`src/mem_cfg.svh`:
```
`ifndef MEM_CFG_SVH
`define MEM_CFG_SVH

////////////////////////////////////////////////////////////
// Memory subsystem widths
////////////////////////////////////////////////////////////

// SRAM word address
`define MEM_ADDR_W 18
// SRAM word and instruction width
`define MEM_DATA_W 16
// Processor step token
`define ACT_W 32
// First fetch address after reset
`define FETCH_START 18'h0_0000

`endif

```
`src/mem_pkg.sv`:
```
`include "mem_cfg.svh"

package mem_pkg;

	////////////////////////////////////////////////////////////
	// Vector types
	////////////////////////////////////////////////////////////

	typedef logic [`MEM_ADDR_W-1:0] mem_addr_t;
	typedef logic [`MEM_DATA_W-1:0] mem_word_t;
	typedef logic [`ACT_W-1:0] act_t;

	// Controller states, three per access kind
	typedef enum logic [3:0] {
		IDLE,
		EXE_RD1,
		EXE_RD2,
		EXE_RD3,
		IF_RD1,
		IF_RD2,
		IF_RD3,
		EXE_WR1,
		EXE_WR2,
		EXE_WR3
	} ram_state_t;

	// Execute stage request, held until exe_done
	typedef struct packed {
		logic      valid;
		logic      rd;
		logic      wr;
		mem_addr_t addr;
		mem_word_t wdata;
	} exe_req_t;

endpackage

```
`src/fetch_pc.sv`:
```
`timescale 1ns/1ns

`include "mem_cfg.svh"

module fetch_pc (
	input  logic                clk,
	input  logic                rst,
	input  logic                if_done,
	input  mem_pkg::mem_word_t  if_result,
	output mem_pkg::mem_addr_t  if_addr,
	output mem_pkg::mem_word_t  instr
);

	////////////////////////////////////////////////////////////
	// Fetch address and instruction latch
	////////////////////////////////////////////////////////////

	// One word per completed fetch, no branches here
	always_ff @(posedge clk or negedge rst) begin
		if (!rst) begin
			if_addr <= `FETCH_START;
			instr   <= '0;
		end else if (if_done) begin
			instr   <= if_result;
			if_addr <= if_addr + mem_pkg::mem_addr_t'(1);
		end
	end

endmodule

```
`config.mk`:
```
export PLATFORM = sky130hd
export DESIGN_NAME = fetch_pc
export DESIGN_NICKNAME = d
export VERILOG_FILES = /design/src/mem_pkg.sv /design/src/fetch_pc.sv
export VERILOG_INCLUDE_DIRS = /design/src
export SDC_FILE = /design/constraint.sdc
export NUM_CORES = 1
export LEC_CHECK = 0
export BUFFER_PORTS_ARGS = -buffer_cell sky130_fd_sc_hd__buf_4
export CAP_MARGIN = 0
export CELL_PAD_IN_SITES_DETAIL_PLACEMENT = 0
export CELL_PAD_IN_SITES_GLOBAL_PLACEMENT = 2
export CORE_UTILIZATION = 33
export CTS_BUF_LIST = sky130_fd_sc_hd__clkbuf_16
export DETAILED_ROUTE_END_ITERATION = 7
export HOLD_SLACK_MARGIN = 0.02
export PLACE_DENSITY = 0.87
export RECOVER_POWER = 100
export SYNTH_ARGS = -nofsm -noshare
export SYNTH_HDL_FRONTEND = slang
export SYNTH_SLANG_ARGS = --single-unit
```
`constraint.sdc`:
```
create_clock -name clk -period 3.32 [get_ports clk]
set_input_delay 0.332 -clock clk [delete_from_list [all_inputs] [get_ports clk]]
set_output_delay 0.332 -clock clk [all_outputs]
set_load 0.005 [all_outputs]
```
# Yosys cells after proc, flatten, opt, wreduce, memory -nomap -nowiden
# Index checks and enable logic that the tools add are counted.
[classes]
bitwise = 0
n_eq_ne = 0
div = 0
shift = 0
magnitude_cmp = 0
n_mul = 0
reduce_logical = 0
mux = 0
n_addsub = 1
[ops]
columns = ["operator", "count"]
rows = [
  ["18-bit by 1-bit adder with 18-bit output, second input constant", 1],
]
[totals]
latch_bits = 0
mem_bits_rw = 0
mem_count = 0
wordCells = 3
romBits = 0
output_inout_bits = 34
reg_bits = 34

# Depth between registers and ports, before layout
# Gate-level depths: netlist (run 1).
[depth]
depth_word = 1
depth_mapped = 5

# Worst setup path after synthesis (run 1)
# No wires, ideal clock.
[synth_timing]
kind = "register to register"
from = "reg if_addr[0]"
to = "reg if_addr[14]"
slack_ps = 2006
path_stages_with_launch = 6
arrival_ps = 1190
setup_time_ps = 124
synth_period_minus_slack_ps = 1314
cell_sequence = "dfrtp_1 ha_1 nand4_1 nor3_1 nand2_1 xnor2_1"
[synth_via]
elab_chain_cells = 1
[synth_rtl]
columns = ["item", "line_no", "text"]
rows = [
  ["start, declared", "fetch_pc.sv:10", "output mem_pkg::mem_addr_t if_addr,"],
  ["start signal, assigned", "fetch_pc.sv:21", "if_addr <= `FETCH_START;"],
  ["start signal, assigned", "fetch_pc.sv:25", "if_addr <= if_addr + mem_pkg::mem_addr_t'(1);"],
  ["18-bit by 1-bit adder with 18-bit output", "fetch_pc.sv:25", ""],
]
# Every way passes these cells.
# A chain may end at the register's enable or synchronous reset.

==> flow_summary.ini, run 1 <==
[die]
num_io_pins = 53
die_area_sq_mm = 0.004476
die_w_microns = 66.90
die_h_microns = 66.90
start_util = 0.3450
core_sq_mm = 0.004029
floorplan.rows = 23

[logic_synthesis]
synth_top_family_by_area = multiplexers
synth.avg_cell_area_sq_um = 13.76
synth_ff_type = dfrtp_1
async_reset_ff_frac = 1.000
synth_compound_area_frac = 0
synth_cell_types = 16
yosysWarnings = 0
seq_area_frac_synth = 0.6121
syn_inst = 101
syn_area_sq_mm = 0.001390
synth_xor_area_frac = 0.1071
synth-adder-area-share = 0.009001
syn_nets = 121
synthMuxAreaShare = 0.1377
synth-seq-cells = 34
synthSimpleGateAreaFrac = 0.1242
synth_edf_count = 0

[clocking]
cts.sinks = 34
cts_buffers = 5
cts_tree = yes
cts_root_buffer = clkbuf_16
cts_buffer_depth = 2
clkTransAtPathRegs_ps = 50
h-tree-depth = 2
clock_latency_ps = 270

[timing]
post-route-period-util = 0.6139
tightest_slew_ps = 1097
fin_setup_tns_ps = 0
finalHoldViolCount = 0
relSlewSlack = 0.2689
rsz0062_at_grt = false
skew_ps = 1.979
finalMaxSlewViolations = 0
setup_viol = 0
fin_crit_ps = 2038
max_freq_mhz = 490.7

[critical_path]
r2r_cells = 4
cp-end-kind = flip-flop
critical_path.startpoint = if_done
crit_family = simple AND/OR/NAND/NOR gates
start_kind = primary input
setup.worst_path.class = primary input to flip-flop
crit_required_ps = 3510
path_buf_inv = 1
crit_arrival_ps = 2230
path_max_fanout = 22
crit_slowest_cell = clkbuf_1
worst-path-stages = 5
cp_cell_sequence = clkbuf_1, nand3_1, nor4_1, and3_1, xor2_1
timing.rr.start = if_addr[4]
max_stage_delay_ps = 790

[placement]
gp_congestion = 0.7334
portBuffers = 52
dp_hpwl_mm = 1.991

[detailed_routing]
first_pass_iters = 2
drcViolationCount = 0
totalWireLength_mm = 2.675
drt_iter0_drc = 10
wire_per_inst_microns = 12.74
ant_nets = 0
vias = 992
vias_per_cell = 4.724

[cells_and_area]
final_common_cell = dfrtp_1
fin_nets = 179
final_cell_mix = dfrtp_1 (34), clkbuf_4 (31), mux2_2 (17), buf_4 (17), xnor2_1 (11)
diodes = 0
nFillCells = 397
drive_gt1_frac = 0.4688
utilization = 0.4910
syn2layout_area_growth_pct = 42.30

[power_and_ir_drop]
vdd_ir_drop_max_v = 0.0003072
power.leakage_nw = 0.9445
p_per_area_mw_per_mm2 = 637.3

[min_path]
hold_path.class = primary input to flip-flop
holdPathStages = 2
hp-start = if_result[5]

[flow_run]
max-cap-violations = 0

[grt]
grt_pass1_wl_mm = 4.560
gr-total-overflow = 0
grt_max_degree = 35
antenna_found_initial = 0
grt_pass1_vias = 1034
grt.total_usage = 0.1412

[outcome]
status = complete, no violations
## layer usage
layer	up-vias	global-route usage	part of all wire
met3	6	0.05479	0.079
met4	0	0.05585	0.015
met5	-	0	0
met2	42	0.2424	0.49
met1	478	0.1548	0.42
li1	466	-	-
## worst paths after layout
kind / to / slack [ps]
max: if_addr[13] / 1280
min: instr[5] / 290
max reg2reg: if_addr[13] / 1690
min reg2reg: if_addr[17] / 470
max in group asynchronous: if_addr[6] / 2480
min in group asynchronous: if_addr[9] / 550
## metrics by stage
stage	std cells	hold WS (ps)	worst slack [ps]	power [mW]	area, sq um
after floorplan	101	36.41	2006	0.6466	1390
after global placement	201	297.1	1820	0.7831	1833
after detailed placement	201	305.3	1770	0.7882	1833
after CTS	210	283.9	1790	1.304	2008
after global routing	210	286.2	1025	1.332	1978
final	210	291.1	1282	1.261	1978
## cells in the mapped netlist (2+ instances only)
| master | n | area, sq um |
|---|---|---|
| dfrtp_1 | 34 | 850.8 |
| buf_2 | 2 | 10.01 |
| nand2_1 | 7 | 26.28 |
| nor2_1 | 3 | 11.26 |
| nor3_1 | 3 | 15.01 |
| xor2_1 | 6 | 52.55 |
| mux2_2 | 17 | 191.4 |
| and3_1 | 4 | 25.02 |
| nand4_1 | 4 | 25.02 |
| nand3_1 | 5 | 25.02 |
| xnor2_1 | 11 | 96.34 |
## cell type report
cell class,instances,area [sq um],area share
Inverter,1,3.754,0.001898
Tap cell,50,62.56,0.03163
Timing Repair Buffer,53,385.4,0.1948
Clock buffer,5,125.1,0.06325
Clock inverter,3,40.04,0.02024
Multi-Input combinational cell,64,510.5,0.2581
Sequential cell,34,850.8,0.4301
## what timing repair did
action / CTS / global route
hold buffers: 1 / 0
endpoints found under the hold margin: 34 / 0
buffers inserted: 0 / 0
gates resized for setup: 0 / 0
## sequential cells by signal, summed over array words and instances, names as in the netlist
name     cells
instr       16
if_addr     18
## logic make-up (layout without fill, tap and decap cells)
family / count (synthesis) / in the layout
flops: 34 / 34
simple gates: 29 / 29
xor+xnor: 17 / 17
mux: 17 / 17
buf+inv: 3 / 62
fa+ha+maj: 1 / 1
## where the power goes
part / internal (mW) / switching [mW]
Sequential: 0.475 / 0.0769
Combinational: 0.128 / 0.0757
Clock: 0.350 / 0.155
(Power assumes the default switching activity.)
==> run 2, diff against run 1 <==
--- a/config.mk
+++ b/config.mk
@@ -10,11 +10,11 @@
 export CAP_MARGIN = 0
 export CELL_PAD_IN_SITES_DETAIL_PLACEMENT = 0
 export CELL_PAD_IN_SITES_GLOBAL_PLACEMENT = 2
-export CORE_UTILIZATION = 33
+export CORE_UTILIZATION = 27
 export CTS_BUF_LIST = sky130_fd_sc_hd__clkbuf_16
 export DETAILED_ROUTE_END_ITERATION = 7
 export HOLD_SLACK_MARGIN = 0.02
-export PLACE_DENSITY = 0.87
+export PLACE_DENSITY = 0.77
 export RECOVER_POWER = 100
 export SYNTH_ARGS = -nofsm -noshare
 export SYNTH_HDL_FRONTEND = slang
==> constraint.sdc (replaced) <==
create_clock -name clk -period 1.8 [get_ports clk]
set_input_delay 0.18 -clock clk [delete_from_list [all_inputs] [get_ports clk]]
set_output_delay 0.18 -clock clk [all_outputs]
set_load 0.005 [all_outputs]
==> flow_summary.ini, run 2 (synthesized netlist as in run 1, its figures left out) <==
[clocking]
clock_latency_ps = 270
cts_setup_buffers = 0
cts_buffers = 5
h-tree-depth = 2
cts_tree = yes
cts_buffer_depth = 2
cts_resized = 0
cts.sinks = 34
clkTransAtPathRegs_ps = 50
cts_root_buffer = clkbuf_16

[cells_and_area]
final_cells = 227
largest_register_ffs = 18
final_common_cell = dfrtp_1
final_cell_mix = dfrtp_1 (34), clkbuf_4 (30), mux2_2 (17), buf_4 (17), xnor2_1 (11)
nFillCells = 467
fin_nets = 179
syn2layout_area_growth_pct = 41.94
reg_top3 = if_addr: 18 flops, instr: 16 flops
drive_gt1_frac = 0.4625
regMostFlops = if_addr
diodes = 0

[timing]
setup_viol = 0
rsz0062_at_grt = false
finalHoldViolCount = 0
max_freq_mhz = 633.8
finalMaxSlewViolations = 0
tightest_slew_ps = 839.7
post-route-period-util = 0.8766
relSlewSlack = 0.4402
fin_crit_ps = 1578
fin_setup_tns_ps = 0
skew_ps = 3.814

[die]
die_h_microns = 73.75
die_w_microns = 73.75
floorplan.rows = 25
num_io_pins = 53
core_sq_mm = 0.004848
start_util = 0.2867
die_area_sq_mm = 0.005439

[detailed_routing]
drcViolationCount = 0
totalWireLength_mm = 2.722
wire_per_inst_microns = 11.99
vias = 982
first_pass_iters = 4
vias_per_cell = 4.326
ant_nets = 0
drt_iter0_drc = 39

[power_and_ir_drop]
vdd_ir_drop_max_v = 0.0004746
p_per_area_mw_per_mm2 = 1112
power.leakage_nw = 0.9279

[critical_path]
setup.worst_path.class = flip-flop to flip-flop
start_kind = flip-flop
cp-end-kind = flip-flop
path_max_fanout = 6
crit_arrival_ps = 1780
crit_required_ps = 2000

[min_path]
hold_path.class = primary input to flip-flop

[grt]
grt_pass1_wl_mm = 4.512
antenna_found_initial = 0
grt_max_degree = 35
grt_pass1_vias = 1041
gr-total-overflow = 0
grt.total_usage = 0.1130

[outcome]
status = complete, no violations

[placement]
portBuffers = 52
gp_congestion = 0.6905
dp_hpwl_mm = 2.010
dp.cells = 218

[flow_run]
max-cap-violations = 0
run 2: cell count changes in the layout (fill, tap and decap cells not counted), sizes merged:
cell	delta
bufinv	-1
clkinvlp	+1
run 2: area by class of cell:
cell class / count / area (sq um) / area share
Inverter: 1 / 3.754 / 0.001902
Sequential cell: 34 / 850.8 / 0.4312
Clock buffer: 5 / 125.1 / 0.06341
Clock inverter: 3 / 16.27 / 0.008244
Multi-Input combinational cell: 64 / 510.5 / 0.2587
Timing Repair Buffer: 53 / 382.9 / 0.1940
Tap cell: 67 / 83.83 / 0.04249
run 2: routing by layer:
layer,track usage,up-vias,wire length [microns]
met4,0.03846,0,25
met1,0.1262,475,1125
met3,0.06036,2,234
li1,-,462,-
met2,0.1835,43,1338
met5,0,-,0
run 2: metrics by stage:
step / hold slack (ps) / worst slack (ps) / power [mW] / utilization / cell area, sq um
2_1_floorplan: -115.6 / 486.4 / 1.193 / - / 1390
3_3_place_gp: 146.6 / 400.7 / 1.447 / 0.3825 / 1854
3_5_place_dp: 153.9 / 312.1 / 1.459 / 0.3825 / 1854
4_1_cts: 126.1 / 295.9 / 2.291 / 0.4137 / 2006
5_1_grt: 126.7 / 115.9 / 2.311 / 0.4070 / 1973
6_report: 137.1 / 222.2 / 2.194 / 0.4070 / 1973
run 2: worst max-delay path, cell delays in order, from the launching register on:
cell,delay (ps)
dfrtp_1,470
nand3_4,130
nor4_1,510
and3_1,240
xor2_1,140
run 2: what timing repair did:
action                                  4_1_cts  5_1_grt
endpoints found under the setup margin        0        0
hold buffers                                  1        0
endpoints found under the hold margin        34        0
run 2: worst paths after layout:
| check | start | end | slack [ps] | cells past startpoint |
|---|---|---|---|---|
| setup / recovery | if_addr[4] | if_addr[13] | 220 | 4 |
| hold / removal | if_result[1] | instr[1] | 140 | 2 |
| setup reg to reg | if_addr[4] | if_addr[13] | 220 | 4 |
| hold reg to reg | if_addr[17] | if_addr[17] | 470 | 1 |
| max in group asynchronous | rst | if_addr[17] | 740 | 2 |
| min in group asynchronous | rst | instr[11] | 540 | 2 |
run 2: report_power, final:
part / internal, mW / leakage [nW] / switching [mW] / total (mW)
Combinational: 0.220 / 0.434 / 0.148 / 0.368
Sequential: 0.875 / 0.427 / 0.143 / 1.02
Clock: 0.504 / 0.0672 / 0.303 / 0.807
==> run 3, diff against run 2 <==
--- a/config.mk
+++ b/config.mk
@@ -6,6 +6,7 @@
 export SDC_FILE = /design/constraint.sdc
 export NUM_CORES = 1
 export LEC_CHECK = 0
+export ABC_AREA = 0
 export BUFFER_PORTS_ARGS = -buffer_cell sky130_fd_sc_hd__buf_4
 export CAP_MARGIN = 0
 export CELL_PAD_IN_SITES_DETAIL_PLACEMENT = 0
@@ -15,7 +16,6 @@
 export DETAILED_ROUTE_END_ITERATION = 7
 export HOLD_SLACK_MARGIN = 0.02
 export PLACE_DENSITY = 0.77
-export RECOVER_POWER = 100
 export SYNTH_ARGS = -nofsm -noshare
 export SYNTH_HDL_FRONTEND = slang
 export SYNTH_SLANG_ARGS = --single-unit
==> flow_summary.ini, run 3 (synthesized netlist as in run 1, its figures left out) <==
[timing]
finalHoldViolCount = 0
skew_ps = 4.417
setup_viol = 0
rsz0062_at_grt = false
fin_setup_tns_ps = 0
setup_ws_ps = 323.5
tightest_slew_ps = 425.9
finalMaxSlewViolations = 0
max_freq_mhz = 677.3
relSlewSlack = 0.7161
post-route-period-util = 0.8203
hold_slack_ps = 138.2
fin_crit_ps = 1477

[clocking]
cts_resized = 0
cts_buffers = 5
cts_setup_buffers = 0
cts_root_buffer = clkbuf_16
cts_hold_buf = 1
clkTransAtPathRegs_ps = 50
cts_buffer_depth = 2
cts_tree = yes
h-tree-depth = 2
clock_latency_ps = 270
cts.sinks = 34

[power_and_ir_drop]
vdd_ir_drop_max_v = 0.0005089
power.leakage_nw = 0.9659
p_per_area_mw_per_mm2 = 1118
power.total_mw = 2.243

[cells_and_area]
diodes = 0
final_cells = 227
reg_top3 = if_addr: 18 flops, instr: 16 flops
drive_gt1_frac = 0.4938
fin_area_sq_mm = 0.002006
largest_register_ffs = 18
final_cell_mix = buf_4 (52), dfrtp_1 (34), mux2_2 (17), xnor2_1 (11), nand2_1 (7)
syn2layout_area_growth_pct = 44.28
utilization = 0.4137
final_common_cell = buf_4
fin_nets = 179
regMostFlops = if_addr

[detailed_routing]
vias_per_cell = 4.291
ant_nets = 0
vias = 974
wire_per_inst_microns = 12.12
totalWireLength_mm = 2.752
drt_iter0_drc = 28
first_pass_iters = 4
drcViolationCount = 0

[die]
core_sq_mm = 0.004848
die_w_microns = 73.75
num_io_pins = 53
floorplan.rows = 25
die_h_microns = 73.75
start_util = 0.2867
die_area_sq_mm = 0.005439

[placement]
portBuffers = 52
place_ws_ps = 312.1
placed_area_sq_mm = 0.001854
gp_congestion = 0.6905
dp_hpwl_mm = 2.010
dp.cells = 218

[critical_path]
crit_required_ps = 1960
crit_arrival_ps = 1630
start_kind = flip-flop
path_max_fanout = 5
timing.rr.start = if_addr[0]
r2r_cells = 5
r2r_setup_slack_ps = 320
setup.worst_path.class = flip-flop to flip-flop
cp-end-kind = flip-flop
worstReg2RegEnd = if_addr[14]

[min_path]
holdPathStages = 2
hp-start = if_result[1]
whs_endpoint = instr[1]
hold_path.class = primary input to flip-flop

[grt]
grt.total_usage = 0.1130
grt_pass1_vias = 1041
antenna_found_initial = 0
grt_max_degree = 35
gr-total-overflow = 0
grt_pass1_wl_mm = 4.512

[outcome]
status = complete, no violations

[flow_run]
max-cap-violations = 0
run 3: cell types whose count changed in the layout (fill, tap and decap cells not counted), sizes merged:
cell,previous run,this run
buf,17,52
clkbuf,40,5
run 3: cell type report:
type | instances | area [sq um]
Clock inverter | 3 | 16.27
Sequential cell | 34 | 850.8
Tap cell | 67 | 83.83
Clock buffer | 5 | 125.1
Inverter | 1 | 3.754
Fill cell | 462 | 2843
Multi-Input combinational cell | 64 | 525.5
Timing Repair Buffer | 53 | 400.4
run 3: report_power, final:
| group | internal [mW] | total, mW | switching [mW] |
|---|---|---|---|
| sequential | 0.875 | 1.02 | 0.148 |
| combinational | 0.262 | 0.415 | 0.153 |
| clock | 0.504 | 0.805 | 0.301 |
run 3: per-layer routing:
layer	global-route usage	part of all wire	vias to the layer above	routed length (microns)
met5	0	0	-	0
met4	0.03846	0.0087	0	24
met3	0.06036	0.097	2	267
met2	0.1835	0.49	41	1344
met1	0.1262	0.41	471	1116
li1	-	-	460	-
run 3: worst max-delay path by stage:
stage                           from     endpoint  slack (ps)  cells past startpoint
after floorplan           if_addr[0]  if_addr[14]         490                      5
after global placement    if_addr[0]  if_addr[14]         400                      5
after detailed placement  if_addr[0]  if_addr[14]         310                      5
after CTS                 if_addr[0]  if_addr[14]         300                      5
after global routing      if_addr[0]  if_addr[14]         180                      5
final                     if_addr[0]  if_addr[14]         320                      5
run 3: critical path, cell delays in order, from the launching register on:
cell and delay [ps]:
dfrtp_1 420, ha_1 190, nand4_1 200, nor3_1 310
nand2_1 110, xnor2_1 130
