File: config.mk
export PLATFORM = sky130hd
export DESIGN_NAME = act_sequencer
export DESIGN_NICKNAME = d
export VERILOG_FILES = /design/src/mem_pkg.sv /design/src/act_sequencer.sv
export VERILOG_INCLUDE_DIRS = /design/src
export SDC_FILE = /design/constraint.sdc
export NUM_CORES = 1
export LEC_CHECK = 0
export ABC_CLOCK_PERIOD_IN_PS = 3360
export BUFFER_PORTS_ARGS = -buffer_cell sky130_fd_sc_hd__buf_4
export CAP_MARGIN = 25
export CORE_MARGIN = 2
export CORE_UTILIZATION = 56
export CTS_BUF_LIST = sky130_fd_sc_hd__clkbuf_8 sky130_fd_sc_hd__clkbuf_16
export CTS_CLUSTER_SIZE = 16
export DETAILED_ROUTE_END_ITERATION = 10
export PLACE_DENSITY_LB_ADDON = 0.05
export SLEW_MARGIN = 25
export SYNTH_ARGS = -nofsm -noshare
export SYNTH_HDL_FRONTEND = slang
export SYNTH_SLANG_ARGS = --single-unit
File: constraint.sdc
create_clock -name clk -period 3.36 [get_ports clk]
set_input_delay 0.504 -clock clk [delete_from_list [all_inputs] [get_ports clk]]
set_output_delay 0.504 -clock clk [all_outputs]
set_load 0.01 [all_outputs]
File: src/mem_cfg.svh
`ifndef MEM_CFG_SVH
`define MEM_CFG_SVH

////////////////////////////////////////////////////////////
// Memory subsystem widths
////////////////////////////////////////////////////////////

// SRAM word address
`define MEM_ADDR_W 18
// SRAM word and instruction width
`define MEM_DATA_W 16
// Processor step token
`define ACT_W 32
// First fetch address after reset
`define FETCH_START 18'h0_0000

`endif

File: src/mem_pkg.sv
`include "mem_cfg.svh"

package mem_pkg;

	////////////////////////////////////////////////////////////
	// Vector types
	////////////////////////////////////////////////////////////

	typedef logic [`MEM_ADDR_W-1:0] mem_addr_t;
	typedef logic [`MEM_DATA_W-1:0] mem_word_t;
	typedef logic [`ACT_W-1:0] act_t;

	// Controller states, three per access kind
	typedef enum logic [3:0] {
		IDLE,
		EXE_RD1,
		EXE_RD2,
		EXE_RD3,
		IF_RD1,
		IF_RD2,
		IF_RD3,
		EXE_WR1,
		EXE_WR2,
		EXE_WR3
	} ram_state_t;

	// Execute stage request, held until exe_done
	typedef struct packed {
		logic      valid;
		logic      rd;
		logic      wr;
		mem_addr_t addr;
		mem_word_t wdata;
	} exe_req_t;

endpackage

File: src/act_sequencer.sv
`timescale 1ns/1ns

module act_sequencer (
	input  logic           clk,
	input  logic           rst,
	input  logic           exe_done,
	input  logic           if_done,
	output mem_pkg::act_t  mem_act
);

	logic step;

	// Either access result ends the current step
	assign step = exe_done || if_done;

	////////////////////////////////////////////////////////////
	// Token counter
	////////////////////////////////////////////////////////////

	// Starts one ahead of the controller so the first access opens at once
	always_ff @(posedge clk or negedge rst) begin
		if (!rst) begin
			mem_act <= mem_pkg::act_t'(1);
		end else if (step) begin
			mem_act <= mem_act + mem_pkg::act_t'(1);
		end
	end

	////////////////////////////////////////////////////////////
	// Checks
	////////////////////////////////////////////////////////////

	a_step_on_done: assert property (@(posedge clk) disable iff (!rst)
		(mem_act != $past(mem_act)) |-> $past(step))
		else $error("Token moved without a done");

	// One access per token, so both results cannot complete together
	a_single_done: assert property (@(posedge clk) disable iff (!rst)
		!(exe_done && if_done))
		else $error("exe_done and if_done together");

	// Done drops once the token has moved on
	a_done_pulse: assert property (@(posedge clk) disable iff (!rst)
		step |=> !step)
		else $error("Done held longer than one cycle");

endmodule

Yosys cells after proc, flatten, opt, wreduce, memory -nomap -nowiden
Cells that the tools add are included.
{"block": "totals", "regBits": 32, "wordCells": 3, "out_inout_bits": 32}
{"block": "classes", "n_reduce_logical": 1, "add_sub_neg": 1}
{"operator": "adder 32 x 1 -> 32 bit (second input constant)", "n": 1}
{"operator": "logical OR 1 bit", "n": 1}

Depth between registers and ports, before layout
Gate-level depths: netlist (run 1).
{"block": "depth", "word_depth": 1, "ltp_mapped": 5}

Worst setup path before layout (run 1)
No wires, ideal clock.
{"block": "synth_path", "path_type": "register to register", "start": "reg mem_act[0]", "end": "reg mem_act[18]", "arrival_time_ps": 1641, "stages_incl_launch_ff": 6, "setup_slack_ps": 1592, "path_buffers": 0, "period_less_slack_ps": 1768, "path_cell_list": "dfstp_2 ha_1 o2111ai_2 nor4_4 nand4_1 xnor2_1"}
{"block": "synth_between", "elab_chain_len": 1}
{"item": "start: declaration", "line": "act_sequencer.sv:8", "rtl": "output mem_pkg::act_t mem_act"}
{"item": "start signal: assignment", "line": "act_sequencer.sv:23", "rtl": "mem_act <= mem_pkg::act_t'(1);"}
{"item": "start signal: assignment", "line": "act_sequencer.sv:25", "rtl": "mem_act <= mem_act + mem_pkg::act_t'(1);"}
{"item": "adder 32 x 1 -> 32 bit", "line": "act_sequencer.sv:25"}
No other way between the ends.
A chain may end at the register's enable or synchronous reset.

Worst setup path after layout (run 1)
Same ends and word-level chain as after synthesis.

==> results of run 1 <==
==> how the worst max path moves through the flow <==
| stage | from | slack (ns) | end | depth (start not counted) |
|---|---|---|---|---|
| global route | mem_act[0] | 1.29 | mem_act[18] | 5 |
| detailed placement | mem_act[0] | 1.45 | mem_act[22] | 5 |
| finish | mem_act[0] | 1.45 | mem_act[18] | 5 |
| CTS | mem_act[0] | 1.41 | mem_act[18] | 5 |
| floorplan | mem_act[0] | 1.59 | mem_act[18] | 5 |
| global placement | mem_act[0] | 1.52 | mem_act[22] | 5 |
==> report_power, final <==
| group | internal, mW | total (mW) | leakage [nW] | switching [mW] |
|---|---|---|---|---|
| clock | 0.217 | 0.351 | 0.0593 | 0.135 |
| sequential | 0.434 | 0.502 | 0.428 | 0.0682 |
| combinational | 0.105 | 0.200 | 0.370 | 0.0947 |
| total | 0.755 | 1.05 | 0.857 | 0.298 |
==> worst max-delay path: cells and delay by family, from the launching register on <==
family	cells	cell delay (ns)
xor+xnor	1	0.15
fa+ha+maj	1	0.22
compound gates	1	0.18
flops	1	0.58
simple gates	2	0.66
==> stage by stage <==
stage	setup slack (ns)	cells	hold WS, ns	util (%)
6_report	1.45	206	0.139	75.6
5_1_grt	1.29	206	0.165	75.6
4_1_cts	1.41	206	0.147	75.6
3_5_place_dp	1.45	198	0.455	71.3
3_3_place_gp	1.52	198	0.455	71.3
2_1_floorplan	1.59	133	0.208	-
==> kinds of logic (layout without fill, tap and decap cells) <==
kind of cell	after synthesis	after routing
AND/OR/NAND/NOR	63	63
multiplexers	1	1
adder cells (fa/ha/maj)	1	1
AO/OA/AOI/OAI	3	3
XOR/XNOR	31	31
flip-flops	32	32
buffers and inverters	2	45
==> layout make-up <==
type                       instances  area, um^2
clock inverter                     3        38.8
tap                               30        37.5
timing repair buffer              35         263
multi-input combinational         99         673
sequential                        32         802
inverter                           2        7.51
fill                             184         609
clock buffer                       5        68.8
==> routing by layer <==
layer,track usage (%),wire length (um),vias to the layer above
met5,0,0,-
met4,10.5,57,0
met3,7.49,148,8
met2,30.3,1320,24
met1,32.6,1490,532
li1,-,-,555
==> placed cells by master (no fill, tap or decap) <==
| master | synthesis | routed |
|---|---|---|
| buf_4 | 0 | 35 |
| dfrtp_1 | 31 | 31 |
| xnor2_1 | 26 | 26 |
| nand4_1 | 15 | 15 |
| nand3_1 | 13 | 13 |
| nand2_1 | 12 | 12 |
| nor2_1 | 8 | 8 |
| nor3_1 | 7 | 7 |
| xor2_1 | 5 | 5 |
| clkbuf_8 | 0 | 5 |
| and2_1 | 3 | 3 |
| inv_1 | 2 | 3 |
| nor4_1 | 3 | 3 |
| nor4_4 | 2 | 2 |
| o2111ai_2 | 1 | 1 |
| o2111ai_1 | 1 | 1 |
| o21ai_0 | 1 | 1 |
| mux2_2 | 1 | 1 |
| ha_1 | 1 | 1 |
| bufinv_16 | 0 | 1 |
| clkinv_2 | 0 | 1 |
| dfstp_2 | 1 | 1 |
==> metrics, run 1 <==
run status completed; synthesis-stage register bit count 32; grt total ovfl 0; register area share after synthesis a little over half; Post-route DRC 0; via/cell ratio 5.43; syn_nets 138; largest net degree at the start of global routing 33; Synth Area in Adders 0.844%; power density over cell area about 560 nW/um^2; Fin. Hold Viols 0; min Tclk post-route approximately 1.9 ns; core area 2500 um^2; top flop regs mem_act: 32 flops; Final HPWL DP 2200 um; leakage power 0.857 nW; Post-Synth Simple-Gate Area between 20% and 30%; drt total wl 3020 um; Yosys cell types 18; final slew viol count 0; largest register by flop count mem_act; Synth async-reset ratio between 90% and 100%; antenna viol nets, final 0; dpl cell area 1780 um^2; die width 55.5 um; r2r worst-path depth 5; GRT Util Overall 22.5%; mux cell area share after synthesis 0.759%; largest family of logic cells by synthesized area simple AND/OR/NAND/NOR gates; XOR/XNOR Fraction of Synth Area between 10% and 20%; Worst VDD drop 0.665 mV; RSZ-0062 raised after global routing no; worst hold path type input pin to async pin; vias post-DR 1,119; top post-synthesis cells by area dfrtp_1 (52%), xnor2_1 (15%), nand4_1 (6.3%), nand3_1 (4.4%), nand2_1 (3.0%); crit path cell chain ha_1 -> o2111ai_2 -> nor4_4 -> nand4_1 -> xnor2_1; root buffer cell clkbuf_8; CP max stage cell dfstp_2; Die Y 55.5 um; Worst R2R Start mem_act[0]; Clock Tree Buf Depth 2; final setup TNS 0 ns; Clock transition at path regs 0.06 ns; Ports 36; Clock H-tree levels 2; Largest register FFs 32; top-count cell post-synth dfrtp_1; vias in the first global route ~1,100; nets@finish 180; R2R setup slack ~1.4 ns; Pre-antenna DRT Iters 4; crit path DAT 2.08 ns; Cells after Synth 133; Clk Latency, worst-skew pair 0.29 ns; slowest stage delay, CP 0.58 ns; Starting Density 59.3%; DR iter-0 viols 23; cts bufs inserted 5; startpoint types register; synth cell count leaders dfrtp_1 (31), xnor2_1 (26), nand4_1 (15); Fin Clk Skew 0.00488 ns; Compound-Gate Fraction of Synth Area around 1.9%; worst slew pin tran 0.689 ns; critical path class register to register; global-route wire length before repair 5240 um; Synth-to-Final Area Change 27.5%; Design Area, Final 1890 um^2; FMAX around 520 MHz; Top FF cell, synth dfrtp_1; total power 1.05 mW; CTS tree built; maxcap violations 0; nature of the critical path endpoint register; die area slightly above 3000 um^2; post-route clock period utilization 56.9%; Ant. Diodes 0; number of synthesis warnings 0; port bufs 35; Mean Syn Cell Area 11.1 um^2; synthesized area 1480 um^2; Yosys top cell area share 52.3%; Placer Congestion 0.781; Clock Sinks 32; CP Data Required Time ~3.5 ns; R2R Path End mem_act[18]; Slew HR 54.0%; number of synthesized flops with an enable pin 0; CP max FO 7; cts hold-fix bufs 0; WL/cell approximately 15 um; Core Rows 18; fraction of layout cells with a size suffix above 1 26.7%; CTS resizes 0; post-CTS setup buffers 0; initial antenna violation count 0; Yosys top cell by area dfrtp_1; Finish-stage setup viols 0
No activity file was read; power rests on OpenSTA's default activity.
==> inputs of run 2 (changes only) <==
Settings changed: ABC_CLOCK_PERIOD_IN_PS 3360 to 1900, CORE_UTILIZATION 56 to 52.
Clock period 3.36 ns to 1.9 ns, I/O delays scaled along.
==> run 2 against run 1 <==
  * Setup slack worse by 1.3 ns
  * Critical path type unchanged
  * Clock skew rose by 0.0048 ns
  * Total power is 65% higher
  * Sequential power grew 73%
  * Critical endpoint is now mem_act[22]
  * Critical path depth did not move
  * Worst hold slack gained 0.21 ns
  * Via count increased by 3.3%
  * Highest routed layer unchanged
  * Fmax up 11%
  * Wire length rose by 0.36%
==> metrics, run 2 (synthesis gave the netlist of run 1 again) <==
Finish-stage setup viols 0 (unchanged); CP max FO 7 (unchanged); Largest register FFs 32 (unchanged); Pre-antenna DRT Iters 4 (unchanged); worst hold path type input pin to register; final setup TNS 0 ns (unchanged); run status completed; most frequent cells in the layout buf_4 (37), dfrtp_1 (31), xnor2_1 (26); CTS resizes 0 (unchanged); commonest non-fill, non-tap cell in the layout buf_4; CP startpoint mem_act[0]; crit path DAT 1.89 ns (-0.19 ns); Synth-to-Final Area Change 27.5% (unchanged); vias post-DR 1,156 (+3.3%); hold_ws 0.353 ns (+0.214 ns); core area 2730 um^2 (+9.4%); Clock Tree Buf Depth 2 (unchanged); Die Y 57.4 um (+3.5%); CP Capture Point mem_act[22]; most used routing layer met2; Core Rows 19 (+1); met1 Track Usage GR 29.3% (-3.2 points); R2R Path End mem_act[22]; Ports 36 (unchanged); post-CTS setup buffers 0 (unchanged); CP Data Required Time 2.07 ns (-1.46 ns); min Tclk post-route 1.73 ns (-0.185 ns); post-route clock period utilization 90.9% (+34 points); die area 3290 um^2 (+7.1%); met3 Usage GRT 6.12% (-1.4 points); cts bufs inserted 5 (unchanged); Worst R2R Start mem_act[0]; via/cell ratio 5.50 (+1.3%); Clock transition at path regs 0.07 ns (about the same); root buffer cell clkbuf_8; vias in the first global route 1,200 (+14%); r2r worst-path depth 5 (unchanged); Fin. Hold Viols 0 (unchanged); startpoint types register; DR iter-0 viols 39 (+70%); Fin Clk Skew 0.00968 ns (+0.00480 ns); final slew viol count 0 (unchanged); nets@finish 183 (+1.7%); GRT Util Overall 21.9% (-0.52 points); port bufs 35 (unchanged); die width 57.4 um (+3.5%); critical path class register to register; antenna viol nets, final 0 (unchanged); top flop regs mem_act: 32 flops; global-route wire length before repair 5480 um (+4.5%); fraction of layout cells with a size suffix above 1 26.8% (+0.11 points); Clock Sinks 32 (unchanged); WL/cell 14.4 um (-1.5%); largest register by flop count mem_act; global routing usage on met2 32.6% (+2.4 points); FMAX 579 MHz (+11%); CTS tree built; Placer Congestion 0.799 (+2.3%); Starting Density 54.2% (-5.1 points); Worst VDD drop 0.954 mV (+43%); RSZ-0062 raised after global routing no; Ant. Diodes 0 (unchanged); maxcap violations 0 (unchanged); nature of the critical path endpoint register; Final HPWL DP 2230 um (+1.4%); leakage power 0.862 nW (+0.52%); largest net degree at the start of global routing 33 (unchanged); initial antenna violation count 0 (unchanged); Clock H-tree levels 2 (unchanged); grt total ovfl 0 (unchanged); power density over cell area 917 nW/um^2 (+65%); Clk Latency, worst-skew pair 0.28 ns (about the same); R2R setup slack 0.17 ns (-1.27 ns); Post-route DRC 0 (unchanged); worst slew pin tran 0.521 ns (-0.168 ns); Slew HR 64.9% (+11 points); drt total wl 3030 um (+0.36%)
-- run 2: cell types whose count changed in the layout (fill, tap and decap cells not counted) --
cell	before	now
buf_4	35	37
bufinv_16	1	0
dlygate4sd3_1	0	1
inv_1	3	4
-- run 2: area by class of cell --
class	count	area [um^2]
tap	31	38.8
timing repair buffer	38	288
fill	217	843
inverter	2	7.51
clock inverter	3	12.5
multi-input combinational	99	673
sequential	32	802
clock buffer	5	68.8
-- run 2: worst max-delay path, cell delays in order, from the launching register on --
cell and delay [ns]:
dfstp_2 0.54, ha_1 0.19, o2111ai_2 0.19, nor4_4 0.38
nand4_1 0.17, xnor2_1 0.15
-- run 2: stage by stage --
step	total power, mW	instances	worst slack, ns	instance area [um^2]	util (%)
2_1_floorplan	1.06	133	0.132	1480	-
5_1_grt	1.83	210	0.0289	1890	69.2
3_3_place_gp	1.25	201	0.101	1800	65.8
3_5_place_dp	1.27	201	0.0589	1800	65.8
6_report	1.73	210	0.173	1890	69.2
4_1_cts	1.75	210	0.0484	1890	69.2
-- run 2: where the power goes --
group / leakage [nW] / switching, mW / total (mW) / internal (mW)
clock: 0.0505 / 0.238 / 0.484 / 0.246
sequential: 0.428 / 0.104 / 0.870 / 0.766
combinational: 0.383 / 0.175 / 0.380 / 0.205
total: 0.862 / 0.518 / 1.73 / 1.22
-- run 2: what timing repair did --
item	in CTS	in global routing
hold buffers	1	0
setup endpoints to repair	0	5
endpoints found under the hold margin	31	0
-- run 2: per-layer routing --
layer  share of wire [%]  vias to the layer above  routed length [um]
met2                  45                       26                1360
met5                   0                        -                   0
met3                 5.0                        7                 151
met4                 1.7                        0                  50
met1                  48                      562                1470
li1                    -                      561                   -
-- run 2: worst min-delay path by stage --
stage / slack [ns] / startpoint / depth (start not counted) / end
after global placement: 0.24 / rst / 1 / mem_act[8]
after floorplan: -0.01 / rst / 0 / mem_act[10]
after global routing: 0.38 / exe_done / 3 / mem_act[0]
after CTS: 0.36 / exe_done / 3 / mem_act[0]
final: 0.35 / exe_done / 3 / mem_act[0]
after detailed placement: 0.25 / rst / 1 / mem_act[7]
==> inputs of run 3 (changes only) <==
Settings changed: CORE_UTILIZATION 52 to 30.
==> run 3 against run 2 <==
  * Sequential share of layout area decreased by 2.2 points
  * Worst hold slack worse by 0.011 ns
  * Die area is 68% higher
  * Global-route usage is 7.1 points lower
  * Fmax increased by 1.1%
  * Critical path type unchanged
==> metrics, run 3 (synthesis gave the netlist of run 1 again) <==
final slew viol count 0 (unchanged); vias post-DR 1,202 (+4.0%); Core Rows 25 (+6); startpoint types register; Post-route DRC 0 (unchanged); largest net degree at the start of global routing 33 (unchanged); Largest register FFs 32 (unchanged); Final HPWL DP 2590 um (+16%); r2r worst-path depth 5 (unchanged); most frequent cells in the layout buf_4 (43), dfrtp_1 (31), xnor2_1 (26); min Tclk post-route 1.71 ns (-0.0190 ns); Pre-antenna DRT Iters 4 (unchanged); hold_ws 0.342 ns (-0.0113 ns); nature of the critical path endpoint register; die area 5520 um^2 (+68%); WL/cell 14.2 um (-1.9%); antenna viol nets, final 0 (unchanged); die width 74.3 um (+29%); Worst R2R Start mem_act[0]; Clock transition at path regs 0.07 ns (about the same); final core utilization 42.0% (-27 points); Slew HR 67.9% (+3.0 points); dpl cell area 1890 um^2 (+5.0%); core area 4750 um^2 (+74%); Clk Latency, worst-skew pair 0.28 ns (about the same); global-route wire length before repair 6010 um (+9.7%); DR iter-0 viols 44 (+13%); initial antenna violation count 0 (unchanged); CP Data Required Time 2.07 ns (about the same); worst hold path type input pin to register; Starting Density 31.2% (-23 points); crit path DAT 1.88 ns (about the same); Worst VDD drop 0.543 mV (-43%); run status completed; grt total ovfl 0 (unchanged); post-route clock period utilization 89.9% (-1.0 points); Placer Congestion 0.831 (+4.1%); largest register by flop count mem_act; Synth-to-Final Area Change 34.6%; cts bufs inserted 5 (unchanged); Finish-stage setup viols 0 (unchanged); worst slew pin tran 0.478 ns (-0.0432 ns); Ant. Diodes 0 (unchanged); final setup TNS 0 ns (unchanged); top flop regs mem_act: 32 flops; GRT Util Overall 14.9% (-7.1 points); Fin. Hold Viols 0 (unchanged); commonest non-fill, non-tap cell in the layout buf_4; min-delay src exe_done; CTS resizes 0 (unchanged); vias in the first global route 1,168 (-2.7%); power density over cell area 921 nW/um^2 (+0.43%); CP startpoint mem_act[0]; via/cell ratio 4.79 (-13%); RSZ-0062 raised after global routing no; root buffer cell clkbuf_8; drt total wl 3550 um (+17%); CTS tree built; Design Area, Final 2000 um^2 (+5.6%); Ports 36 (unchanged); fraction of layout cells with a size suffix above 1 29.9% (+3.1 points); CP max FO 7 (unchanged); nets@finish 189 (+3.3%); port bufs 35 (unchanged); Die Y 74.3 um (+29%); Clock Sinks 32 (unchanged); leakage power 0.893 nW (+3.6%); Fin Clk Skew 0.00405 ns (-0.00563 ns); FMAX 586 MHz (+1.1%); WHS Path Cells 3 (unchanged); Clock H-tree levels 2 (unchanged); critical path class register to register; maxcap violations 0 (unchanged); final setup margin 0.192 ns (+0.0190 ns); Clock Tree Buf Depth 2 (unchanged); dpl ws 0.0822 ns (+0.0233 ns)
==> run 3: cell types whose count changed in the layout (fill, tap and decap cells not counted) <==
| cell | previous run | this run |
|---|---|---|
| clkbuf_8 | 5 | 7 |
| inv_1 | 4 | 2 |
| clkinv_2 | 1 | 0 |
| buf_4 | 37 | 43 |
==> run 3: report_power, final <==
| group | switching, mW | total (mW) | leakage, nW | internal (mW) |
|---|---|---|---|---|
| registers | 0.106 | 0.872 | 0.428 | 0.765 |
| clock network | 0.253 | 0.575 | 0.0503 | 0.323 |
| logic | 0.180 | 0.391 | 0.415 | 0.211 |
==> run 3: layer usage <==
| layer | track usage (%) | wire length, um |
|---|---|---|
| met1 | 20.9 | 1710 |
| met2 | 20.6 | 1570 |
| met3 | 5.15 | 218 |
| met4 | 6.75 | 57 |
| met5 | 0 | 0 |
==> run 3: area by class of cell <==
cell class / instances / area [um^2]
timing repair buffer: 44 / 333
sequential: 32 / 802
tap: 67 / 83.8
multi-input combinational: 99 / 673
clock buffer: 7 / 96.3
fill: 487 / 2760
inverter: 2 / 7.51
==> run 3: critical path: stages (launching register included) <==
cell	delay [ns]
dfstp_2	0.53
ha_1	0.18
o2111ai_2	0.15
nor4_4	0.39
nand4_1	0.18
xnor2_1	0.15
==> run 3: worst paths after layout <==
path                                    end  slack (ns)
worst max-delay path            mem_act[22]        0.19
worst min-delay path             mem_act[0]        0.34
worst max register to register  mem_act[22]        0.19
worst min register to register  mem_act[31]        0.49
max in group asynchronous        mem_act[0]        1.08
min in group asynchronous        mem_act[9]        0.49
==> run 3: repair_timing <==
action	in CTS	in global routing
endpoints found under the setup margin	0	2
setup buffers	0	0
hold buffers	1	0
endpoints found under the hold margin	31	0
==> run 3: metrics by stage <==
stage                     std cells  power (mW)
final                           251        1.84
after global routing            251        1.96
after global placement          243        1.27
after floorplan                 133        1.06
after detailed placement        243        1.28
after CTS                       251        1.87
